$ cat src/verilog/periph_pkg.sv
package periph_pkg;

	// register bus widths
	localparam int unsigned addr_w = 16;
	localparam int unsigned data_w = 32;

	// slot field sits at address bits 13..12
	localparam int unsigned slot_lsb = 12;

	// mapped slots
	// slots 2 and 3 have no peripheral behind them
	localparam logic [1:0] slot_led = 2'd0;
	localparam logic [1:0] slot_int = 2'd1;

	// byte offset inside one slot
	localparam int unsigned off_w = 12;

	// led driver
	localparam int unsigned led_w = 4;
	localparam logic [off_w-1:0] reg_led_data = 12'h000;

	// interrupt controller registers
	localparam logic [off_w-1:0] reg_int_pending = 12'h000;
	localparam logic [off_w-1:0] reg_int_enable = 12'h004;
	// raw source levels, read only
	localparam logic [off_w-1:0] reg_int_raw = 12'h008;

	// interrupt source count
	localparam int unsigned irq_n = 8;

	// bit position of each source in irq_src
	localparam int unsigned irq_timer = 0;
	localparam int unsigned irq_i2c = 1;
	localparam int unsigned irq_uart1 = 2;
	// uart0 now arrives from outside like the rest
	localparam int unsigned irq_uart0 = 3;
	localparam int unsigned irq_flash = 4;
	localparam int unsigned irq_spi = 5;
	localparam int unsigned irq_vpwm = 6;
	localparam int unsigned irq_dma = 7;

endpackage
$ cat src/verilog/periph_top.sv
`timescale 1ns/10ps

module periph_top (
	input  logic                            apb_clk,
	input  logic                            rst,

	// register request from the bridge side
	input  logic                            req_valid,
	input  logic                            req_write,
	input  logic [periph_pkg::addr_w-1:0]   req_addr,
	input  logic [periph_pkg::data_w-1:0]   req_wdata,

	// response back to the bridge side
	output logic                            resp_valid,
	output logic [periph_pkg::data_w-1:0]   resp_rdata,
	output logic                            resp_err,

	input  logic [periph_pkg::irq_n-1:0]    irq_src,
	output logic [periph_pkg::led_w-1:0]    led,
	output logic                            int_o
);

	// decoded access
	logic                          acc_valid;
	logic                          acc_write;
	logic [periph_pkg::off_w-1:0]  acc_off;
	logic [periph_pkg::data_w-1:0] acc_wdata;
	logic [1:0]                    acc_slot;
	logic                          acc_err;
	logic                          led_sel;
	logic                          int_sel;

	// peripheral read data
	logic [periph_pkg::data_w-1:0] led_rdata;
	logic [periph_pkg::data_w-1:0] int_rdata;

	apb_slot_decode u_decode (
		.apb_clk	(apb_clk	),
		.rst		(rst		),
		.req_valid	(req_valid	),
		.req_write	(req_write	),
		.req_addr	(req_addr	),
		.req_wdata	(req_wdata	),
		.acc_valid	(acc_valid	),
		.acc_write	(acc_write	),
		.acc_off	(acc_off	),
		.acc_wdata	(acc_wdata	),
		.acc_slot	(acc_slot	),
		.acc_err	(acc_err	),
		.led_sel	(led_sel	),
		.int_sel	(int_sel	)
	);

	led_regs u_led (
		.apb_clk	(apb_clk	),
		.rst		(rst		),
		.led_sel	(led_sel	),
		.acc_write	(acc_write	),
		.acc_off	(acc_off	),
		.acc_wdata	(acc_wdata	),
		.led_rdata	(led_rdata	),
		.led		(led		)
	);

	// eight peripheral lines merged into int_o
	int_ctrl u_int (
		.apb_clk	(apb_clk	),
		.rst		(rst		),
		.int_sel	(int_sel	),
		.acc_write	(acc_write	),
		.acc_off	(acc_off	),
		.acc_wdata	(acc_wdata	),
		.irq_src	(irq_src	),
		.int_rdata	(int_rdata	),
		.int_o		(int_o		)
	);

	read_return u_return (
		.apb_clk	(apb_clk	),
		.rst		(rst		),
		.acc_valid	(acc_valid	),
		.acc_slot	(acc_slot	),
		.acc_err	(acc_err	),
		.led_rdata	(led_rdata	),
		.int_rdata	(int_rdata	),
		.resp_valid	(resp_valid	),
		.resp_rdata	(resp_rdata	),
		.resp_err	(resp_err	)
	);

endmodule

$ cat src/verilog/read_return.sv
`timescale 1ns/10ps

module read_return (
	input  logic                            apb_clk,
	input  logic                            rst,

	input  logic                            acc_valid,
	input  logic [1:0]                      acc_slot,
	input  logic                            acc_err,

	input  logic [periph_pkg::data_w-1:0]   led_rdata,
	input  logic [periph_pkg::data_w-1:0]   int_rdata,

	output logic                            resp_valid,
	output logic [periph_pkg::data_w-1:0]   resp_rdata,
	output logic                            resp_err
);

	logic [periph_pkg::data_w-1:0] rdata_sel;

	// pick the addressed peripheral
	always_comb begin
		if (acc_err) begin
			// errors return zero
			rdata_sel = '0;
		end else begin
			case (acc_slot)
				periph_pkg::slot_led: rdata_sel = led_rdata;
				periph_pkg::slot_int: rdata_sel = int_rdata;
				default: rdata_sel = '0;
			endcase
		end
	end

	// response strobe and error flag
	always_ff @(posedge apb_clk) begin
		if (rst) begin
			resp_valid <= 1'b0;
			resp_err <= 1'b0;
		end else begin
			resp_valid <= acc_valid;
			resp_err <= acc_valid && acc_err;
		end
	end

	// response data
	always_ff @(posedge apb_clk) begin
		if (acc_valid) begin
			resp_rdata <= rdata_sel;
		end
	end

	// one response per access, one cycle later
	assert property (@(posedge apb_clk) disable iff (rst)
		resp_valid |-> $past(acc_valid))
		else $error("read_return: resp_valid without a preceding access");

endmodule

$ cat src/verilog/int_ctrl.sv
`timescale 1ns/10ps

module int_ctrl (
	input  logic                            apb_clk,
	input  logic                            rst,

	input  logic                            int_sel,
	input  logic                            acc_write,
	input  logic [periph_pkg::off_w-1:0]    acc_off,
	input  logic [periph_pkg::data_w-1:0]   acc_wdata,

	input  logic [periph_pkg::irq_n-1:0]    irq_src,

	output logic [periph_pkg::data_w-1:0]   int_rdata,
	output logic                            int_o
);

	logic [periph_pkg::irq_n-1:0] pending;
	logic [periph_pkg::irq_n-1:0] enable;
	logic [periph_pkg::irq_n-1:0] clr_mask;
	logic                         wr_access;

	// write to this slot
	assign wr_access = int_sel && acc_write;

	// write one to clear
	assign clr_mask = (wr_access && (acc_off == periph_pkg::reg_int_pending)) ?
		acc_wdata[periph_pkg::irq_n-1:0] : '0;

	// pending bits
	// a live source sets its bit again in the same edge as a clear
	always_ff @(posedge apb_clk) begin
		if (rst) begin
			pending <= '0;
		end else begin
			pending <= (pending & ~clr_mask) | irq_src;
		end
	end

	// enable mask
	always_ff @(posedge apb_clk) begin
		if (rst) begin
			enable <= '0;
		end else if (wr_access && (acc_off == periph_pkg::reg_int_enable)) begin
			enable <= acc_wdata[periph_pkg::irq_n-1:0];
		end
	end

	// read mux by offset
	always_comb begin
		int_rdata = '0;
		case (acc_off)
			periph_pkg::reg_int_pending: int_rdata[periph_pkg::irq_n-1:0] = pending;
			periph_pkg::reg_int_enable: int_rdata[periph_pkg::irq_n-1:0] = enable;
			// sampled straight from the pins
			periph_pkg::reg_int_raw: int_rdata[periph_pkg::irq_n-1:0] = irq_src;
			default: int_rdata = '0;
		endcase
	end

	// merged cpu interrupt
	assign int_o = |(pending & enable);

	// masked sources never reach the cpu
	assert property (@(posedge apb_clk) disable iff (rst)
		(enable == '0) |-> !int_o)
		else $error("int_ctrl: int_o high with all sources masked");

endmodule

$ cat src/verilog/led_regs.sv
`timescale 1ns/10ps

module led_regs (
	input  logic                            apb_clk,
	input  logic                            rst,

	input  logic                            led_sel,
	input  logic                            acc_write,
	input  logic [periph_pkg::off_w-1:0]    acc_off,
	input  logic [periph_pkg::data_w-1:0]   acc_wdata,

	output logic [periph_pkg::data_w-1:0]   led_rdata,
	output logic [periph_pkg::led_w-1:0]    led
);

	logic [periph_pkg::led_w-1:0] led_q;
	logic                         led_hit;
	logic                         led_we;

	// only one register in this slot
	assign led_hit = (acc_off == periph_pkg::reg_led_data);

	// write strobe for the led register
	assign led_we = led_sel && acc_write && led_hit;

	// led state, dark after reset
	always_ff @(posedge apb_clk) begin
		if (rst) begin
			led_q <= '0;
		end else if (led_we) begin
			// upper write bits are dropped
			led_q <= acc_wdata[periph_pkg::led_w-1:0];
		end
	end

	// readback
	// unknown offsets return zero
	always_comb begin
		led_rdata = '0;
		if (led_hit) begin
			led_rdata[periph_pkg::led_w-1:0] = led_q;
		end
	end

	// pins follow the register directly
	assign led = led_q;

endmodule

$ cat src/verilog/apb_slot_decode.sv
`timescale 1ns/10ps

module apb_slot_decode (
	input  logic                            apb_clk,
	input  logic                            rst,

	input  logic                            req_valid,
	input  logic                            req_write,
	input  logic [periph_pkg::addr_w-1:0]   req_addr,
	input  logic [periph_pkg::data_w-1:0]   req_wdata,

	output logic                            acc_valid,
	output logic                            acc_write,
	output logic [periph_pkg::off_w-1:0]    acc_off,
	output logic [periph_pkg::data_w-1:0]   acc_wdata,
	output logic [1:0]                      acc_slot,
	output logic                            acc_err,

	output logic                            led_sel,
	output logic                            int_sel
);

	logic [1:0] req_slot;
	logic       req_misaligned;
	logic       req_unmapped;
	logic       req_bad;

	// slot number from the upper address field
	assign req_slot = req_addr[periph_pkg::slot_lsb +: 2];

	// word access only
	assign req_misaligned = |req_addr[1:0];

	// anything outside led and int slots
	assign req_unmapped = (req_slot != periph_pkg::slot_led) &&
		(req_slot != periph_pkg::slot_int);

	assign req_bad = req_misaligned || req_unmapped;

	// strobe, selects and error flag
	always_ff @(posedge apb_clk) begin
		if (rst) begin
			acc_valid <= 1'b0;
			acc_err <= 1'b0;
			led_sel <= 1'b0;
			int_sel <= 1'b0;
		end else begin
			acc_valid <= req_valid;
			acc_err <= req_valid && req_bad;
			// a bad access selects no peripheral
			led_sel <= req_valid && !req_bad && (req_slot == periph_pkg::slot_led);
			int_sel <= req_valid && !req_bad && (req_slot == periph_pkg::slot_int);
		end
	end

	// request payload
	// only captured on a strobe, the selects qualify it downstream
	always_ff @(posedge apb_clk) begin
		if (req_valid) begin
			acc_write <= req_write;
			acc_off <= req_addr[periph_pkg::off_w-1:0];
			acc_wdata <= req_wdata;
			acc_slot <= req_slot;
		end
	end

	// at most one peripheral per access, and only on a strobe
	assert property (@(posedge apb_clk) disable iff (rst)
		!(led_sel && int_sel) && ((led_sel || int_sel) -> acc_valid))
		else $error("apb_slot_decode: bad select combination");

endmodule

$ cat config.mk
export PLATFORM = sky130hd
export DESIGN_NAME = periph_top
export DESIGN_NICKNAME = d
export VERILOG_FILES = /design/src/verilog/periph_pkg.sv /design/src/verilog/periph_top.sv /design/src/verilog/read_return.sv /design/src/verilog/int_ctrl.sv /design/src/verilog/led_regs.sv /design/src/verilog/apb_slot_decode.sv
export SDC_FILE = /design/constraint.sdc
export NUM_CORES = 1
export LEC_CHECK = 0
export ABC_AREA = 1
export BUFFER_PORTS_ARGS = -buffer_cell sky130_fd_sc_hd__buf_4
export CELL_PAD_IN_SITES_DETAIL_PLACEMENT = 1
export CELL_PAD_IN_SITES_GLOBAL_PLACEMENT = 1
export CORE_MARGIN = 1
export CORE_UTILIZATION = 43
export DETAILED_ROUTE_END_ITERATION = 10
export PLACE_DENSITY = 0.9
export SLEW_MARGIN = 20
export SYNTH_ARGS = -nofsm -noshare
export SYNTH_HDL_FRONTEND = slang
export SYNTH_HIERARCHICAL = 1
export SYNTH_SLANG_ARGS = --single-unit
$ cat constraint.sdc
create_clock -name apb_clk -period 1.98 [get_ports apb_clk]
set_input_delay 0.198 -clock apb_clk [delete_from_list [all_inputs] [get_ports apb_clk]]
set_output_delay 0.198 -clock apb_clk [all_outputs]
set_load 0.03 [all_outputs]
# Word level (Yosys, flattened, before mapping)
# Cells that the tools add are included.
[word_totals]
ff_bits = 81
out_inout_bits = 39
inputBits = 60
[op_classes]
bitwise_logic = 4
n_eq_ne = 5
n_mux = 4
reduce_logical = 19
[op_table]
columns = ["operator", "count"]
rows = [
  ["$pmux 8 s3", 1],
  ["$and 8x8->8", 2],
  ["$pmux 8 s2", 1],
  ["$eq 12x3->1 const B", 1],
  ["$eq 12x4->1 const B", 1],
  ["$logic_not 12->1", 1],
  ["$logic_and 1x1->1", 11],
  ["$mux 8", 1],
  ["$not 8->8", 1],
  ["$or 8x8->8", 1],
  ["$reduce_or 8->1", 1],
  ["$eq 2x1->1 const B", 2],
  ["$logic_not 2->1", 2],
  ["$mux 4", 1],
  ["$ne 2x1->1 const B", 1],
  ["$reduce_bool 2->1", 1],
  ["$reduce_or 2->1", 1],
  ["$logic_not 1->1", 1],
  ["$logic_or 1x1->1", 1],
]

# Longest topological paths before layout
[depth]
word_depth = 6
mapped_depth = 9
ltp_nobuf = 8

# Modules after synthesis
# Netlist, hierarchy kept.
[by_module_without_submodules]
columns = ["module", "cells_per_inst", "instances", "area_per_inst_um2"]
rows = [
  ["read_return", 150, 1, 1590.3],
  ["apb_slot_decode", 63, 1, 1542.7],
  ["int_ctrl", 173, 1, 1137.3],
  ["led_regs", 81, 1, 509.2],
]

# Worst setup path after synthesis
# OpenSTA, ideal clock, no wires.
[synth_path]
kind = "flip-flop to flip-flop"
startpoint = "register u_decode/acc_off[2] (netlist name)"
endpoint = "register u_return/resp_rdata[0] (netlist name), data pin"
arrival_ns = 1.366
setup_time_ns = 0.147
setup_slack_ns = 0.467
stages_incl_launch_ff = 10
cell_sequence = "edfxtp_1 inv_1 nand2_1 nor2_4 and2_1 buf_2 nand2_1 o211ai_1 nand3_1 a21oi_1"
[synth_between]
elab_chain_cells = 3
[synth_rtl]
columns = ["element", "line", "rtl"]
rows = [
  ["start: declaration", "apb_slot_decode.sv:14", "output logic [periph_pkg::off_w-1:0] acc_off,"],
  ["start signal: assignment", "apb_slot_decode.sv:61", "acc_off <= req_addr[periph_pkg::off_w-1:0];"],
  ["$eq 12x4->1 (tied with other cells)", "int_ctrl.sv:52", "case (acc_off)"],
  ["$pmux 8 s3 *", "int_ctrl.sv:52", ""],
  ["named net int_rdata, one bit", "periph_top.sv:35", "logic [periph_pkg::data_w-1:0] int_rdata;"],
  ["$pmux 8 s2 *", "read_return.sv:27", "case (acc_slot)"],
  ["end signal: assignment", "read_return.sv:49", "resp_rdata <= rdata_sel;"],
  ["end: declaration", "read_return.sv:15", "output logic [periph_pkg::data_w-1:0] resp_rdata,"],
]
# Mark *: on every way through the listed nets, which the timed path passes. The rest lies on a longest branch.
# A chain may end at the register's enable or synchronous reset.

# Worst setup path after layout
[layout_path]
startpoint = "register u_decode/acc_off[0] (netlist name)"
endpoint = "register u_return/resp_rdata[6] (netlist name), data pin"
# Same word-level chain as after synthesis.

==> metrics.log <==
INFO  metric outcome = finished, final reports clean
INFO  metric grt-ovfl-total = 0
INFO  metric gp_congestion = 0.8285
INFO  metric drt-wirelength-per-cell = between 10 and 15 um
INFO  metric worst_max_slew_pin_slew = 0.5530 ns
INFO  metric hpwl_after_dpl = 6254 um
INFO  metric timing.reg2reg.worst_path_depth = 9
INFO  metric first_iter_violations = 83
INFO  metric p_per_area = 776.9 mW/mm^2
INFO  metric post-route-period-util = 0.9081
INFO  metric crit_arrival = 2.00 ns
INFO  metric internal_power_summed_over_all_cells = ~0.0028 W
INFO  metric ioPinCount = a little under 100
INFO  metric cts.clk_slew.worst_paths = around 0.10 ns
INFO  metric placement.setup.worst_slack = 0.08608 ns
INFO  metric max_cap_violations = 0
INFO  metric layout-drive-gt1-share = 0.2034
INFO  metric most-common-layout-cells = 94 x sky130_fd_sc_hd__nand2_1, 80 x sky130_fd_sc_hd__buf_4, 55 x sky130_fd_sc_hd__edfxtp_1
INFO  metric critical_path_required = 2.18 ns
INFO  metric std_cell_rows = 35
INFO  metric numCtsBuffers = 9
INFO  metric timing.setup.tns = 0 ns
INFO  metric start_util = 0.4414
INFO  metric finalSetupViolations = 0
INFO  metric power.switching_fraction = 0.2372
INFO  metric grt_util_all_layers = 0.1921
INFO  metric ys.warnings.count = 6
INFO  metric timing.critical_path.fanout_max = 8
INFO  metric post_dp_cell_area = 0.004444 sq mm
INFO  metric rsz_0062_raised_after_global_routing = no
INFO  metric detail-route-antenna-nets = 0
INFO  metric clock_insertion_delay_worst_skew = ~0.35 ns
INFO  metric global_route_wire_length_before_repair = 14660 um
INFO  metric final.min_clock_period = approximately 1.8 ns
INFO  metric design_area = 0.004790 sq mm
INFO  metric static-leakage-power = 2.099 nW
INFO  metric ctsLongestPathBuffers = 2
INFO  metric h-tree-depth = 3
INFO  metric critical_path_class = flop to flop
INFO  metric synthesis.area_per_instance = 9.162 sq um
INFO  metric remaining_drc_errors = 0
INFO  metric design.final.nets = 581
INFO  metric tritoncts = done
INFO  metric pin_count_of_the_biggest_net_entering_global_routing = 35
INFO  metric hold_violations = 0
INFO  metric timing.clock.skew = 0.01854 ns
INFO  metric route.final.wire_length = 9139 um
INFO  metric cts_sink_cnt = a little over 80
INFO  metric number_of_antenna_violations_at_the_first_check_in_global_routing = 0
INFO  metric maxSlewViolCount = 0
INFO  metric layout.cells.non_filler = 637
INFO  metric dieHeight = 99.16 um
INFO  metric fp.coreArea = about 0.0092 sq mm
INFO  metric number_of_cells_on_the_worst_hold_path = 1
INFO  metric summed_instance_area_of_the_synthesized_netlist = a little over 0.004 sq mm
INFO  metric placed_cells = 612
INFO  metric area_added_between_synthesis_and_finish = 18.00%
INFO  metric num_antenna_cells = 0
INFO  metric vias_per_cell = 4.796
INFO  metric p_seq_frac = 0.523
INFO  metric synth_cells = 443
INFO  metric ir_drop = 0.3987 mV
INFO  metric vias_in_the_first_global_route = about 3200
INFO  metric min-delay-path-class = input pin to flop
INFO  metric endpoint_kind = flop
INFO  metric setup.worst_path.start_class = flop
INFO  metric fin_ws = 0.1820 ns
INFO  metric die_width = 99.16 um
INFO  metric timing.slew.headroom = 0.6313
INFO  metric fp.dieArea = 0.009832 sq mm
INFO  metric clockPowerShare = 0.384
INFO  metric drtPass1Iterations = 5
INFO  metric max_clock_freq = roughly 560 MHz
INFO  metric power_switching = 0.0008827 W
INFO  metric port_buffers = 72
INFO  metric comb_power_share = 0.093
INFO  metric dr_total_vias = roughly 3100
INFO  metric cell_at_the_root_of_the_clock_tree = sky130_fd_sc_hd__clkbuf_8
INFO  metric layout_commonest_cell = sky130_fd_sc_hd__nand2_1
## critical path, stage by stage, from the launching register on
cell                       delay, ns
sky130_fd_sc_hd__edfxtp_1       0.41
sky130_fd_sc_hd__inv_1          0.07
sky130_fd_sc_hd__nand2_1        0.15
sky130_fd_sc_hd__nor3_4         0.22
sky130_fd_sc_hd__and2_0         0.16
sky130_fd_sc_hd__buf_4          0.15
sky130_fd_sc_hd__nand2_1        0.06
sky130_fd_sc_hd__o211ai_1       0.11
sky130_fd_sc_hd__nand3_1        0.13
sky130_fd_sc_hd__a21oi_1        0.18
## power groups by stage
stage | sequential, W | clock (W) | combinational (W)
2_1_floorplan | 0.00200 | 0 | 0.000254
3_3_place_gp | 0.00198 | 0 | 0.000301
3_5_place_dp | 0.00198 | 0 | 0.000313
4_1_cts | 0.00195 | 0.00146 | 0.000326
5_1_grt | 0.00195 | 0.00151 | 0.000384
6_report | 0.00194 | 0.00143 | 0.000345
## routing by layer
metal  part of all wire  up-vias  track usage
met4              0.019        0      0.07579
met5                  0        -            0
met2               0.55       75       0.3787
met3              0.032       14      0.03092
met1               0.40     1461       0.2024
li1                   -     1505            -
## repair_timing
item                       4_1_cts  5_1_grt
buffers inserted                 0        0
setup endpoints to repair        0        8
hold endpoints to repair         7        2
hold buffers                     7        2
gates resized for setup          0        4
## flip-flops by register name, summed over array words and instances, names as in the netlist
register,cells
u_decode/acc_slot,2
u_decode/acc_write,1
u_decode/int_sel,1
u_decode/acc_err,1
u_int/pending,8
u_decode/led_sel,1
u_return/resp_rdata,32
u_return/resp_valid,1
u_int/enable,8
u_decode/acc_off,12
u_led/led,4
u_return/resp_err,1
u_decode/acc_wdata,8
u_decode/acc_valid,1
## metrics by stage
stage                     total power [W]    util  hold slack (ns)
after floorplan                  0.002255       -           0.2696
after global placement           0.002279  0.4833           0.3761
after detailed placement         0.002297  0.4833           0.3773
after CTS                        0.003727  0.5176         0.001380
after global routing             0.003844  0.5208         0.001726
final                            0.003721  0.5208          0.02459
## worst paths after layout
path	endpoint	from	slack, ns
max	u_return/resp_rdata[6]	u_decode/acc_off[0]	0.18
min	u_decode/acc_wdata[6]	req_wdata[6]	0.02
max reg2reg	u_return/resp_rdata[6]	u_decode/acc_off[0]	0.18
min reg2reg	u_int/pending[4]	u_int/pending[4]	0.49
## cell type report
cell class	count	area, sq um
Fill cell	1063	4407
Sequential cell	81	2172
Multi-Input combinational cell	298	1385
Timing Repair Buffer	89	690.7
Clock buffer	14	206.4
Inverter	42	157.7
Tap cell	111	138.9
Clock inverter	2	38.79
Note: power is estimated with default switching activity, not from simulation.
